## src/ucode_pkg.sv

```systemverilog
// Shared types, opcodes and sizes for the microcoded multiply pipeline
package ucode_pkg;

    // Sizes
    localparam int NUM_REGS = 16;                 // Architectural registers
    localparam int DATA_W   = 32;                 // Register and ALU width
    localparam int CNT_W    = 32;                 // Magnitude counter in the sequencer
    localparam int REG_AW   = $clog2(NUM_REGS);   // Register index width
    localparam int IMM_W    = 16;                 // Immediate field width

    // ALU opcodes, only the S forms touch NZCV
    localparam logic [6:0] MOV_OP  = 7'b0000000;  // Rd = sext(imm16)
    localparam logic [6:0] ADD_OP  = 7'b0110001;
    localparam logic [6:0] ADDS_OP = 7'b0111001;
    localparam logic [6:0] SUB_OP  = 7'b0110010;
    localparam logic [6:0] SUBS_OP = 7'b0111010;
    localparam logic [6:0] SUBI_OP = 7'b0010010;  // Rd = Rs1 - sext(imm16)
    localparam logic [6:0] NOT_OP  = 7'b0110110;  // Rd = ~Rs1
    localparam logic [6:0] NOP_OP  = 7'b1100100;  // Prefix 11001, rest zero

    // MUL family, low two opcode bits carry the kind
    localparam logic [6:0] MUL_BASE_OP = 7'b1010000;

    typedef enum logic [1:0] {
        MULI  = 2'd0,   // Unsigned, immediate multiplier
        MULR  = 2'd1,   // Unsigned, register multiplier
        MULSI = 2'd2,   // Signed, immediate multiplier
        MULSR = 2'd3    // Signed, register multiplier
    } mul_kind_t;

    typedef struct packed {
        logic n;
        logic z;
        logic c;
        logic v;
    } flags_t;

    // Low 17 bits seen as rs2 form or immediate form
    typedef struct packed {
        logic [REG_AW-1:0] rs2;
        logic [12:0]       rsvd;
    } op_reg_t;

    typedef struct packed {
        logic             rsvd;
        logic [IMM_W-1:0] imm16;
    } op_imm_t;

    typedef union packed {
        op_reg_t r;
        op_imm_t i;
    } operand_t;

    typedef struct packed {
        logic [6:0]        opcode;
        logic [REG_AW-1:0] rd;
        logic [REG_AW-1:0] rs1;
        operand_t          op;      // rs2 overlaps the top of imm16
    } instr_t;

    // Decode to sequencer request
    typedef struct packed {
        mul_kind_t         kind;
        logic [REG_AW-1:0] rd;
        logic [REG_AW-1:0] rs;          // Multiplicand register
        logic [IMM_W-1:0]  imm;         // Immediate multiplier
        logic [DATA_W-1:0] reg_mult;    // Value of the multiplier register
    } mul_req_t;

endpackage
```

## src/mul_core_top.sv

```systemverilog
// Top level chaining decode, microcode sequencer, issue and execute
`timescale 1ns/1ps

module mul_core_top
    import ucode_pkg::*;
(
    input  logic              clk,
    input  logic              rst,
    input  logic              instr_valid,
    input  instr_t            instr,
    output logic              busy,
    input  logic [REG_AW-1:0] rd_addr,
    output logic [DATA_W-1:0] rd_data,
    output flags_t            flags
);

    logic              start_mul;
    mul_req_t          req;
    logic [REG_AW-1:0] rs2_addr;
    logic [DATA_W-1:0] rs2_data;
    logic              dec_valid;
    instr_t            dec_instr;
    logic              uop_active;
    instr_t            uop;
    logic              flags_restore;
    flags_t            saved_flags;
    logic              iss_valid;
    instr_t            iss_instr;

    mul_decode mul_decode_inst (
        .clk        (clk),
        .rst        (rst),
        .instr_valid(instr_valid),
        .instr      (instr),
        .busy       (busy),
        .rs2_data   (rs2_data),
        .rs2_addr   (rs2_addr),
        .start_mul  (start_mul),
        .req        (req),
        .dec_valid  (dec_valid),
        .dec_instr  (dec_instr)
    );

    ucode_sequencer ucode_sequencer_inst (
        .clk          (clk),
        .rst          (rst),
        .start_mul    (start_mul),
        .req          (req),
        .flags        (flags),
        .uop_active   (uop_active),
        .uop          (uop),
        .busy         (busy),
        .flags_restore(flags_restore),
        .saved_flags  (saved_flags)
    );

    issue_stage issue_stage_inst (
        .clk       (clk),
        .rst       (rst),
        .dec_valid (dec_valid),
        .dec_instr (dec_instr),
        .uop_active(uop_active),
        .uop       (uop),
        .iss_valid (iss_valid),
        .iss_instr (iss_instr)
    );

    exec_stage exec_stage_inst (
        .clk          (clk),
        .rst          (rst),
        .iss_valid    (iss_valid),
        .iss_instr    (iss_instr),
        .flags_restore(flags_restore),
        .saved_flags  (saved_flags),
        .rd_addr      (rd_addr),
        .rd_data      (rd_data),
        .rs2_addr     (rs2_addr),
        .rs2_data     (rs2_data),
        .flags        (flags)
    );

endmodule

```

## src/exec_stage.sv

```systemverilog
// Execute stage with register file, ALU, NZCV flags and debug read port
`timescale 1ns/1ps

module exec_stage
    import ucode_pkg::*;
(
    input  logic              clk,
    input  logic              rst,
    input  logic              iss_valid,
    input  instr_t            iss_instr,
    input  logic              flags_restore,
    input  flags_t            saved_flags,
    input  logic [REG_AW-1:0] rd_addr,
    output logic [DATA_W-1:0] rd_data,
    input  logic [REG_AW-1:0] rs2_addr,
    output logic [DATA_W-1:0] rs2_data,
    output flags_t            flags
);

    logic [DATA_W-1:0] regs [NUM_REGS];
    logic [DATA_W-1:0] a, b, imm_sext;     // Operands
    logic [DATA_W:0]   sum, diff;          // Extra bit holds the carry
    logic [DATA_W-1:0] result;
    logic              wr_en;
    logic              set_flags;
    flags_t            flags_nxt;

    assign a        = regs[iss_instr.rs1];
    assign b        = regs[iss_instr.op.r.rs2];
    assign imm_sext = {{(DATA_W-IMM_W){iss_instr.op.i.imm16[IMM_W-1]}}, iss_instr.op.i.imm16};
    assign sum      = {1'b0, a} + {1'b0, b};
    assign diff     = {1'b0, a} + {1'b0, ~b} + 1'b1;   // Carry set means no borrow

    // Opcode decode and ALU
    always_comb begin
        wr_en     = 1'b0;
        set_flags = 1'b0;
        result    = '0;
        flags_nxt = flags;
        if (iss_valid) begin
            case (iss_instr.opcode)
                MOV_OP:  begin result = imm_sext;          wr_en = 1'b1; end
                ADD_OP:  begin result = sum[DATA_W-1:0];   wr_en = 1'b1; end
                SUB_OP:  begin result = diff[DATA_W-1:0];  wr_en = 1'b1; end
                SUBI_OP: begin result = a - imm_sext;      wr_en = 1'b1; end
                NOT_OP:  begin result = ~a;                wr_en = 1'b1; end
                ADDS_OP: begin
                    result      = sum[DATA_W-1:0];
                    wr_en       = 1'b1;
                    set_flags   = 1'b1;
                    flags_nxt.c = sum[DATA_W];
                    // Same-sign operands, result sign flipped
                    flags_nxt.v = (a[DATA_W-1] == b[DATA_W-1]) &&
                                  (result[DATA_W-1] != a[DATA_W-1]);
                end
                SUBS_OP: begin
                    result      = diff[DATA_W-1:0];
                    wr_en       = 1'b1;
                    set_flags   = 1'b1;
                    flags_nxt.c = diff[DATA_W];
                    flags_nxt.v = (a[DATA_W-1] != b[DATA_W-1]) &&
                                  (result[DATA_W-1] != a[DATA_W-1]);
                end
                default: ;  // Unknown opcodes write nothing
            endcase
            if (set_flags) begin
                flags_nxt.n = result[DATA_W-1];
                flags_nxt.z = (result == '0);
            end
        end
    end

    // Register file and flags
    always_ff @(posedge clk or posedge rst) begin
        if (rst) begin
            for (int i = 0; i < NUM_REGS; i++) begin
                regs[i] <= '0;
            end
            flags <= '0;
        end else begin
            if (wr_en) begin
                regs[iss_instr.rd] <= result;
            end
            if (flags_restore) begin
                flags <= saved_flags;   // Wins over a last ADDS/SUBS of the sequence
            end else if (set_flags) begin
                flags <= flags_nxt;
            end
        end
    end

    assign rd_data  = regs[rd_addr];     // Debug port
    assign rs2_data = regs[rs2_addr];    // Multiplier read for decode

endmodule

```

## src/issue_stage.sv

```systemverilog
// Issue register, picks decoded or microcode instruction and drops NOPs
`timescale 1ns/1ps

module issue_stage
    import ucode_pkg::*;
(
    input  logic   clk,
    input  logic   rst,
    input  logic   dec_valid,
    input  instr_t dec_instr,
    input  logic   uop_active,
    input  instr_t uop,
    output logic   iss_valid,
    output instr_t iss_instr
);

    logic   sel_valid;
    instr_t sel_instr;

    // Sequencer owns the slot while active
    always_comb begin
        if (uop_active) begin
            sel_instr = uop;
            sel_valid = 1'b1;
        end else begin
            sel_instr = dec_instr;
            sel_valid = dec_valid;
        end
    end

    always_ff @(posedge clk or posedge rst) begin
        if (rst) begin
            iss_valid <= 1'b0;
        end else begin
            iss_valid <= sel_valid && (sel_instr.opcode != NOP_OP);  // NOPs never reach exec
        end
    end

    always_ff @(posedge clk) begin
        iss_instr <= sel_instr;
    end

endmodule

```

## src/ucode_sequencer.sv

```systemverilog
// Microcode sequencer, expands a MUL into MOV/ADD/fix-up micro-instructions
`timescale 1ns/1ps

module ucode_sequencer
    import ucode_pkg::*;
(
    input  logic     clk,
    input  logic     rst,
    input  logic     start_mul,
    input  mul_req_t req,
    input  flags_t   flags,
    output logic     uop_active,
    output instr_t   uop,
    output logic     busy,
    output logic     flags_restore,
    output flags_t   saved_flags
);

    typedef enum logic [2:0] {
        S_IDLE,
        S_CLEAR,    // Zero multiplier, one SUBS
        S_MOV,      // Clear Rd before accumulating
        S_ADD,      // One add per unit of magnitude
        S_FIX,      // SUBI #1 then NOT, negates the sum
        S_HALT      // Hand slot back, restore flags
    } state_t;

    state_t            state, state_nxt;
    logic [CNT_W-1:0]  cnt;             // Adds still to issue
    logic [CNT_W-1:0]  mag;             // Magnitude of the incoming multiplier
    logic              signed_kind;     // MULSI or MULSR
    logic              neg_mult;        // Signed kind with negative multiplier
    logic [REG_AW-1:0] rd_q, rs_q;      // Latched request registers
    logic              signed_q;
    logic              neg_q;
    logic              fix_step;        // 0 issues SUBI, 1 issues NOT

    // Multiplier magnitude from kind and sign
    always_comb begin
        signed_kind = 1'b0;
        neg_mult    = 1'b0;
        mag         = '0;
        case (req.kind)
            MULI: mag = CNT_W'(req.imm);          // Raw value, zero extended
            MULR: mag = CNT_W'(req.reg_mult);
            MULSI: begin
                signed_kind = 1'b1;
                neg_mult    = req.imm[IMM_W-1];
                mag         = {{(CNT_W-IMM_W){req.imm[IMM_W-1]}}, req.imm};
                if (neg_mult) begin
                    mag = -mag;                 // Two's-complement magnitude
                end
            end
            MULSR: begin
                signed_kind = 1'b1;
                neg_mult    = req.reg_mult[DATA_W-1];
                mag         = CNT_W'(req.reg_mult);
                if (neg_mult) begin
                    mag = -mag;
                end
            end
        endcase
    end

    // Control state
    always_ff @(posedge clk or posedge rst) begin
        if (rst) begin
            state    <= S_IDLE;
            cnt      <= '0;
            fix_step <= 1'b0;
        end else begin
            state <= state_nxt;
            case (state)
                S_IDLE:  if (start_mul) cnt <= mag;
                S_ADD:   cnt <= cnt - 1'b1;
                S_FIX:   fix_step <= ~fix_step;    // Back to 0 after NOT
                default: ;
            endcase
        end
    end

    // Request held for the whole sequence
    always_ff @(posedge clk) begin
        if (state == S_IDLE && start_mul) begin
            rd_q     <= req.rd;
            rs_q     <= req.rs;
            signed_q <= signed_kind;
            neg_q    <= neg_mult;
        end
        // Saved in the first active cycle, earlier writers have landed by then
        if (state == S_CLEAR || state == S_MOV) begin
            saved_flags <= flags;
        end
    end

    // Next state and micro-instruction
    always_comb begin
        state_nxt  = state;
        uop_active = 1'b0;
        uop        = '0;
        uop.opcode = NOP_OP;    // Idle slot carries a NOP
        case (state)
            S_IDLE: begin
                if (start_mul) begin
                    state_nxt = (mag == '0) ? S_CLEAR : S_MOV;
                end
            end
            S_CLEAR: begin
                uop_active     = 1'b1;
                uop.opcode     = SUBS_OP;       // Rd - Rd
                uop.rd         = rd_q;
                uop.rs1        = rd_q;
                uop.op.r.rs2   = rd_q;
                state_nxt      = S_HALT;
            end
            S_MOV: begin
                uop_active = 1'b1;
                uop.opcode = MOV_OP;            // imm16 left at zero
                uop.rd     = rd_q;
                state_nxt  = S_ADD;
            end
            S_ADD: begin
                uop_active   = 1'b1;
                uop.opcode   = signed_q ? ADDS_OP : ADD_OP;
                uop.rd       = rd_q;
                uop.rs1      = rd_q;
                uop.op.r.rs2 = rs_q;
                if (cnt == CNT_W'(1)) begin     // Last add
                    state_nxt = neg_q ? S_FIX : S_HALT;
                end
            end
            S_FIX: begin
                uop_active = 1'b1;
                uop.rd     = rd_q;
                uop.rs1    = rd_q;
                if (!fix_step) begin
                    uop.opcode      = SUBI_OP;
                    uop.op.i.imm16  = IMM_W'(1);
                end else begin
                    uop.opcode = NOT_OP;        // ~(x - 1) is -x
                    state_nxt  = S_HALT;
                end
            end
            S_HALT:  state_nxt = S_IDLE;
            default: state_nxt = S_IDLE;
        endcase
    end

    assign busy          = start_mul || (state != S_IDLE);  // Covers the decode hold cycle
    assign flags_restore = (state == S_HALT);

endmodule

```

## src/mul_decode.sv

```systemverilog
// Decode stage, registers accepted instructions and steers MULs to the sequencer
`timescale 1ns/1ps

module mul_decode
    import ucode_pkg::*;
(
    input  logic              clk,
    input  logic              rst,
    input  logic              instr_valid,
    input  instr_t            instr,
    input  logic              busy,
    input  logic [DATA_W-1:0] rs2_data,
    output logic [REG_AW-1:0] rs2_addr,
    output logic              start_mul,
    output mul_req_t          req,
    output logic              dec_valid,
    output instr_t            dec_instr
);

    logic   accept;     // Strobe taken this cycle
    logic   is_mul_in;  // Incoming opcode belongs to the MUL family
    instr_t instr_q;    // Last accepted instruction

    assign accept    = instr_valid && !busy;   // Strobes under busy are dropped
    assign is_mul_in = (instr.opcode[6:2] == MUL_BASE_OP[6:2]);

    // Control strobes
    always_ff @(posedge clk or posedge rst) begin
        if (rst) begin
            start_mul <= 1'b0;
            dec_valid <= 1'b0;
        end else begin
            start_mul <= accept && is_mul_in;
            dec_valid <= accept && !is_mul_in;
        end
    end

    // Instruction payload
    always_ff @(posedge clk) begin
        if (accept) begin
            instr_q <= instr;
        end
    end

    assign dec_instr = instr_q;
    assign rs2_addr  = instr_q.op.r.rs2;    // Multiplier register for MULR/MULSR

    // Request fields, reg_mult read from exec in the start_mul cycle
    assign req.kind     = mul_kind_t'(instr_q.opcode[1:0]);
    assign req.rd       = instr_q.rd;
    assign req.rs       = instr_q.rs1;
    assign req.imm      = instr_q.op.i.imm16;
    assign req.reg_mult = rs2_data;

endmodule

```

## config.mk

```make
export PLATFORM = sky130hd
export DESIGN_NAME = mul_core_top
export DESIGN_NICKNAME = d
export VERILOG_FILES = /design/src/ucode_pkg.sv /design/src/mul_core_top.sv /design/src/exec_stage.sv /design/src/issue_stage.sv /design/src/ucode_sequencer.sv /design/src/mul_decode.sv
export SDC_FILE = /design/constraint.sdc
export NUM_CORES = 2
export LEC_CHECK = 0
export BUFFER_PORTS_ARGS = -buffer_cell sky130_fd_sc_hd__buf_2
export CAP_MARGIN = 10
export CORE_MARGIN = 3
export CORE_UTILIZATION = 59
export DETAILED_ROUTE_END_ITERATION = 8
export GPL_ROUTABILITY_DRIVEN = 1
export HOLD_SLACK_MARGIN = 0.08
export PLACE_DENSITY = 0.75
export SYNTH_ARGS = -nofsm -noshare
export SYNTH_HDL_FRONTEND = slang
export SYNTH_SLANG_ARGS = --single-unit
```

## constraint.sdc

```tcl
create_clock -name clk -period 19.33 [get_ports clk]
set_clock_uncertainty 0.2 [all_clocks]
set_input_delay 3.866 -clock clk [delete_from_list [all_inputs] [get_ports clk]]
set_output_delay 3.866 -clock clk [all_outputs]
set_load 0.005 [all_outputs]
```

# After elaboration in Yosys (flattened, before gate mapping)
# Cells that the tools add are included.
[op_classes]
reduce_logical = 34
addsub = 7
n_eq_ne = 24
bitwise = 8
n_mux = 52
magnitude_cmp = 6
[ops]
columns = ["op", "count"]
rows = [
  ["$bmux 32 s4", 4],
  ["$bwmux 512", 1],
  ["$mux 32", 15],
  ["$pmux 32 s5", 1],
  ["$demux 32 s4", 1],
  ["$pmux 32 s4", 1],
  ["$add 32x32->33", 2],
  ["$logic_not 32->1", 2],
  ["$neg 32->32", 2],
  ["$not 32->32", 2],
  ["$pmux 32 s2", 1],
  ["$pmux 11 s4", 1],
  ["$eq 7x6->1 const B", 5],
  ["$add 33x1->33 const B", 1],
  ["$eq 32x1->1 const B", 1],
  ["$sub 32x1->32 const B", 1],
  ["$sub 32x32->32", 1],
  ["$ge 5x5->1 const B", 5],
  ["$not 4->5", 5],
  ["$mux 4", 5],
  ["$pmux 3 s5", 1],
  ["$mux 13", 1],
  ["$mux 1", 10],
  ["$mux 3", 3],
  ["other kinds (33)", 59],
]
[totals]
out_inout_bits = 37
regBits = 633
word_cells = 173
input_bits = 39

# Depth between registers and ports, before layout
[depth]
depth_word = 14
depth_mapped = 25
depth_no_buf = 19

# Cells and area by module
# From an unflattened synthesis, not the netlist that was laid out.
[hier_totals]
cells_unflattened = 4248
hier_area_um2 = 48166.2
[modules_own_cells]
columns = ["module", "n_inst", "seq_area_each_um2", "cells_each", "area_per_inst_um2"]
rows = [
  ["exec_stage", 1, 12912.4, 3540, 41189.5],
  ["ucode_sequencer", 1, 1321.3, 530, 4324.1],
  ["mul_decode", 1, 1011.0, 101, 1541.5],
  ["issue_stage", 1, 665.6, 77, 1111.1],
]

# Worst setup path after synthesis
# Ideal clock, no wire load.
[synth_path]
path_kind = "input-to-output"
start = "input rd_addr[0]"
end = "output rd_data[11]"
stages = 4
required_ps = 15264
n_path_buf = 2
arrival_time_ps = 5938
path_slack_ps = 9326
cell_sequence = "clkbuf_1 > buf_1 > mux4_2 > mux4_2"
[synth_via]
elab_chain_cells = 4
[synth_rtl]
columns = ["element", "line_no", "text"]
rows = [
  ["start, declared", "mul_core_top.sv:12", "input logic [REG_AW-1:0] rd_addr,"],
  ["$not 4->5 (implied by the code)", "exec_stage.sv:92", "assign rd_data = regs[rd_addr];"],
  ["$bmux 32 s4", "exec_stage.sv:92", ""],
  ["$mux 32 (implied by the code) (2 in series)", "exec_stage.sv:92", ""],
  ["end, declared", "mul_core_top.sv:13", "output logic [DATA_W-1:0] rd_data,"],
]
# Every way passes these cells. The select of a mux whose other input is x is not followed.

# Final worst setup path
[layout_path]
start = "input rd_addr[0]"
end = "output rd_data[20]"
# Same word-level chain as after synthesis.

==> flow_summary.yaml <==
timing:
  timing_worst_slew_pin_value_ns: 1.28
  max_freq_mhz: 92.0
  hold_violations: 0
  setup_tns_ns: 0
  timing_max_transition_violations_final: 0
  slew_headroom_pct: 13.7
  rsz0062_at_grt: "no"
  setup_violations: 0
  period_needed_ns: 10.87
  finalCritPeriodShare_pct: 56.3
logic_synthesis:
  synthesis.area_um2: 47900
  ys_warn_count: 0
  synth_edf_count: 46
  postSynth.topFlopCell: "dfrtp_1"
  avgSynthCellArea_um2: 10.5
  ys_seq_area_share_pct: 33.2
  netlist_instances: 4579
  ys_async_sr_fraction_pct: 87.7
  synthesized_flop_and_latch_total: 633
  synth_fp_nets: 4729
  synth_cell_type_count: 101
detailed_routing:
  antenna_viol_nets_final: 0
  routed_wire_length_per_instance_um: 32.4
  routed-via-count: 41700
  first_iter_violations: 5582
  first_pass_iters: 7
  route.detailed.vias_per_inst: 7.49
  totalWireLength_um: 180000
  drc: 0
setup_path:
  critical_path_arrival_ns: 6.81
  critical_path.endpoint_type: "primary output"
  class_of_the_most_critical_setup_path: "in2out"
  cp_data_required_time_ns: 15.26
  crit_path_start_kind: "primary input"
  path_max_fanout: 77
cells_and_area:
  layout.nets: 4590
  layout-drive-gt1-share_pct: 23.7
  area.growth.synth_to_final_pct: 7.77
  layout.filler_cells: 6091
cts:
  hold_buffers: 0
  numClockSinks: 633
  clkSlewWorstSetupHoldPaths_ns: 0.05
  cts.repair_timing.setup_buffer_count: 0
  cts.root.buffer_cell: "clkbuf_16"
  cts_buffers: 75
  tritoncts: "done"
  ctsHtreeMaxLevel: 3
  post_cts.resized_instances: 0
  ctsLongestPathBuffers: 3
  clk-insertion-delay-late_ns: 0.67
run_status:
  status: "completed"
grt:
  antenna_found_initial: 6
  grt_max_degree: 193
  track_usage_pct: 42.2
  grt_first_pass_wirelength_um: 266000
  number_of_global_route_vias_before_repair: 40000
  gr-total-overflow: 0
placement:
  io_buffer_count: 75
  place.detailed.hpwl_um: 118000
  finalWeightedCongestion: 1.08
flow_run:
  count_of_max_cap_constraint_violations: 0
floorplanning:
  floorplan.io_pins: 76
  die_h_um: 291
  core_area_um2: 79600
  die_x_um: 291
  initial_utilization_pct: 60.1
  num_rows: 103
  die_area_um2: 84600
power_and_ir_drop:
  power.share.switching_pct: 47.3
  power.switching_mw: 4.00
  clock_power_share_pct: 18.5
  power.total_mw: 8.45
  power.ir.vdd_worst_v: 0.0000971
  cellInternalPower_mw: 4.45
  power.density_cell_area_nw_per_um2: 164
  p_seq_share_pct: 27.1
  power.share.combinational_pct: 54.5
  power_leakage_nw: 22.4
worst_hold_path:
  holdCritPathClass: "reg2reg"
power by group through the flow:
stage | Sequential (mW) | Combinational (mW) | Clock [mW]
after floorplan | 1.97 | 3.34 | 0
after global placement | 2.25 | 4.37 | 0
after detailed placement | 2.27 | 4.42 | 0
after CTS | 2.26 | 4.45 | 1.57
after global routing | 2.33 | 4.85 | 1.62
final | 2.29 | 4.61 | 1.56
sequential cells by signal (all words and copies together), names as in the netlist:
register	cells
ucode_sequencer_inst.signed_q	1
ucode_sequencer_inst.state	3
mul_decode_inst.start_mul	1
ucode_sequencer_inst.neg_q	1
issue_stage_inst.iss_valid	1
issue_stage_inst.iss_instr	32
exec_stage_inst.flags	4
ucode_sequencer_inst.rs_q	4
mul_decode_inst.dec_valid	1
ucode_sequencer_inst.cnt	32
mul_decode_inst.dec_instr	32
ucode_sequencer_inst.rd_q	4
exec_stage_inst.regs	512
ucode_sequencer_inst.fix_step	1
ucode_sequencer_inst.saved_flags	4
final cells by class:
| type | instances | area, um2 | share of cell area (%) |
|---|---|---|---|
| clock buffers | 96 | 2100 | 4.06 |
| diodes | 6 | 15.0 | 0.0291 |
| inverters | 110 | 417 | 0.808 |
| well taps | 1050 | 1310 | 2.55 |
| multi-input cells | 3447 | 30000 | 58.2 |
| repair buffers | 173 | 1150 | 2.24 |
| clock inverters | 44 | 612 | 1.19 |
| flip-flops and latches | 633 | 15900 | 30.9 |
Yosys cell counts, drive strengths merged, types with 36 or more instances:
master | number | share of area, %
a21oi | 161 | 1.7
edfxtp | 46 | 2.9
nor2 | 197 | 1.5
nor3 | 64 | 0.70
a31oi | 36 | 0.47
clkbuf | 290 | 2.3
nand3 | 78 | 0.82
nor2b | 51 | 0.67
ha | 108 | 2.8
xnor2 | 46 | 0.84
o21ai | 195 | 2.0
nand2 | 1141 | 9.0
inv | 108 | 0.85
mux2 | 103 | 2.4
dfrtp | 555 | 29
buf | 99 | 1.2
o211ai | 38 | 0.60
mux4 | 587 | 28
mux2i | 76 | 1.6
layer usage:
metal / vias up / track usage (%) / wire (um) / share of wire, %
met4: 2 / 24.6 / 13600 / 7.6
met2: 3493 / 58.5 / 74400 / 41
met3: 813 / 18.2 / 29600 / 16
li1: 16900 / - / - / -
met1: 20500 / 55.3 / 62400 / 35
met5: - / 1.30 / 81 / 0.045
worst max-delay path, cell delays in order:
cell and delay, ns:
buf_8 0.62, buf_4 0.93, mux4_2 0.61, mux4_2 0.53
buf_2 0.16
placed cells by master (no fill, tap or decap), drive strengths merged, types with 12 or more instances in the layout:
cell type,synthesis,routed
o31ai,16,16
or2,22,22
a22oi,26,26
clkinv,2,24
buf,99,173
nor2,197,197
nor4,26,26
edfxtp,46,46
mux2,103,103
nor3,64,64
a211oi,27,27
a31oi,36,36
xor2,27,27
nand4,21,21
dfxtp,32,32
nor3b,12,12
and3,16,16
xnor2,46,46
ha,108,108
o21ai,195,195
dfrtp,555,555
o221ai,21,21
o21a,16,16
clkbuf,290,96
a22o,26,26
or3,15,15
a21o,28,28
mux4,587,587
a21oi,161,161
nand3,78,78
o21bai,14,14
a221oi,24,24
nand2b,23,23
o311ai,21,21
and2,23,23
o211ai,38,38
nor2b,51,51
mux2i,76,76
inv,108,112
nand2,1141,1141
kinds of logic (layout without fill, tap and decap cells):
group           after synthesis  after routing  synth area share (%)
flops                       633            633                  33.2
mux                         766            766                  31.7
fa+ha+maj                   112            112                  2.97
other cells                   0              6                     0
xor+xnor                     73             73                  1.34
compound gates              766            766                  10.8
simple gates               1730           1730                  15.6
buf+inv                     499            423                  4.32
stage by stage:
step                      setup slack [ns]  area [um2]  utilization [%]  cells  hold WS (ns)
after detailed placement              8.36       48900             61.3   5412         0.237
after CTS                             8.39       51600             64.7   5552         0.258
after global routing                  8.21       51600             64.8   5554         0.279
after global placement                8.45       48900             61.3   5412         0.242
final                                 8.46       51600             64.8   5559         0.255
after floorplan                       7.71       47900                -   4579         0.222
worst paths after layout:
path | slack (ns) | to | startpoint | cells past startpoint
setup / recovery | 8.46 | rd_data[20] | rd_addr[0] | 5
hold reg to reg | 0.26 | ucode_sequencer_inst.saved_flags[2] | exec_stage_inst.flags[2] | 0
min in group asynchronous | 3.23 | exec_stage_inst.regs[475] | rst | 2
setup reg to reg | 10.78 | exec_stage_inst.flags[2] | issue_stage_inst.iss_instr[17] | 17
hold / removal | 0.26 | ucode_sequencer_inst.saved_flags[2] | exec_stage_inst.flags[2] | 0
max in group asynchronous | 12.59 | exec_stage_inst.regs[430] | rst | 5
Power figures use the tool's default switching activity.
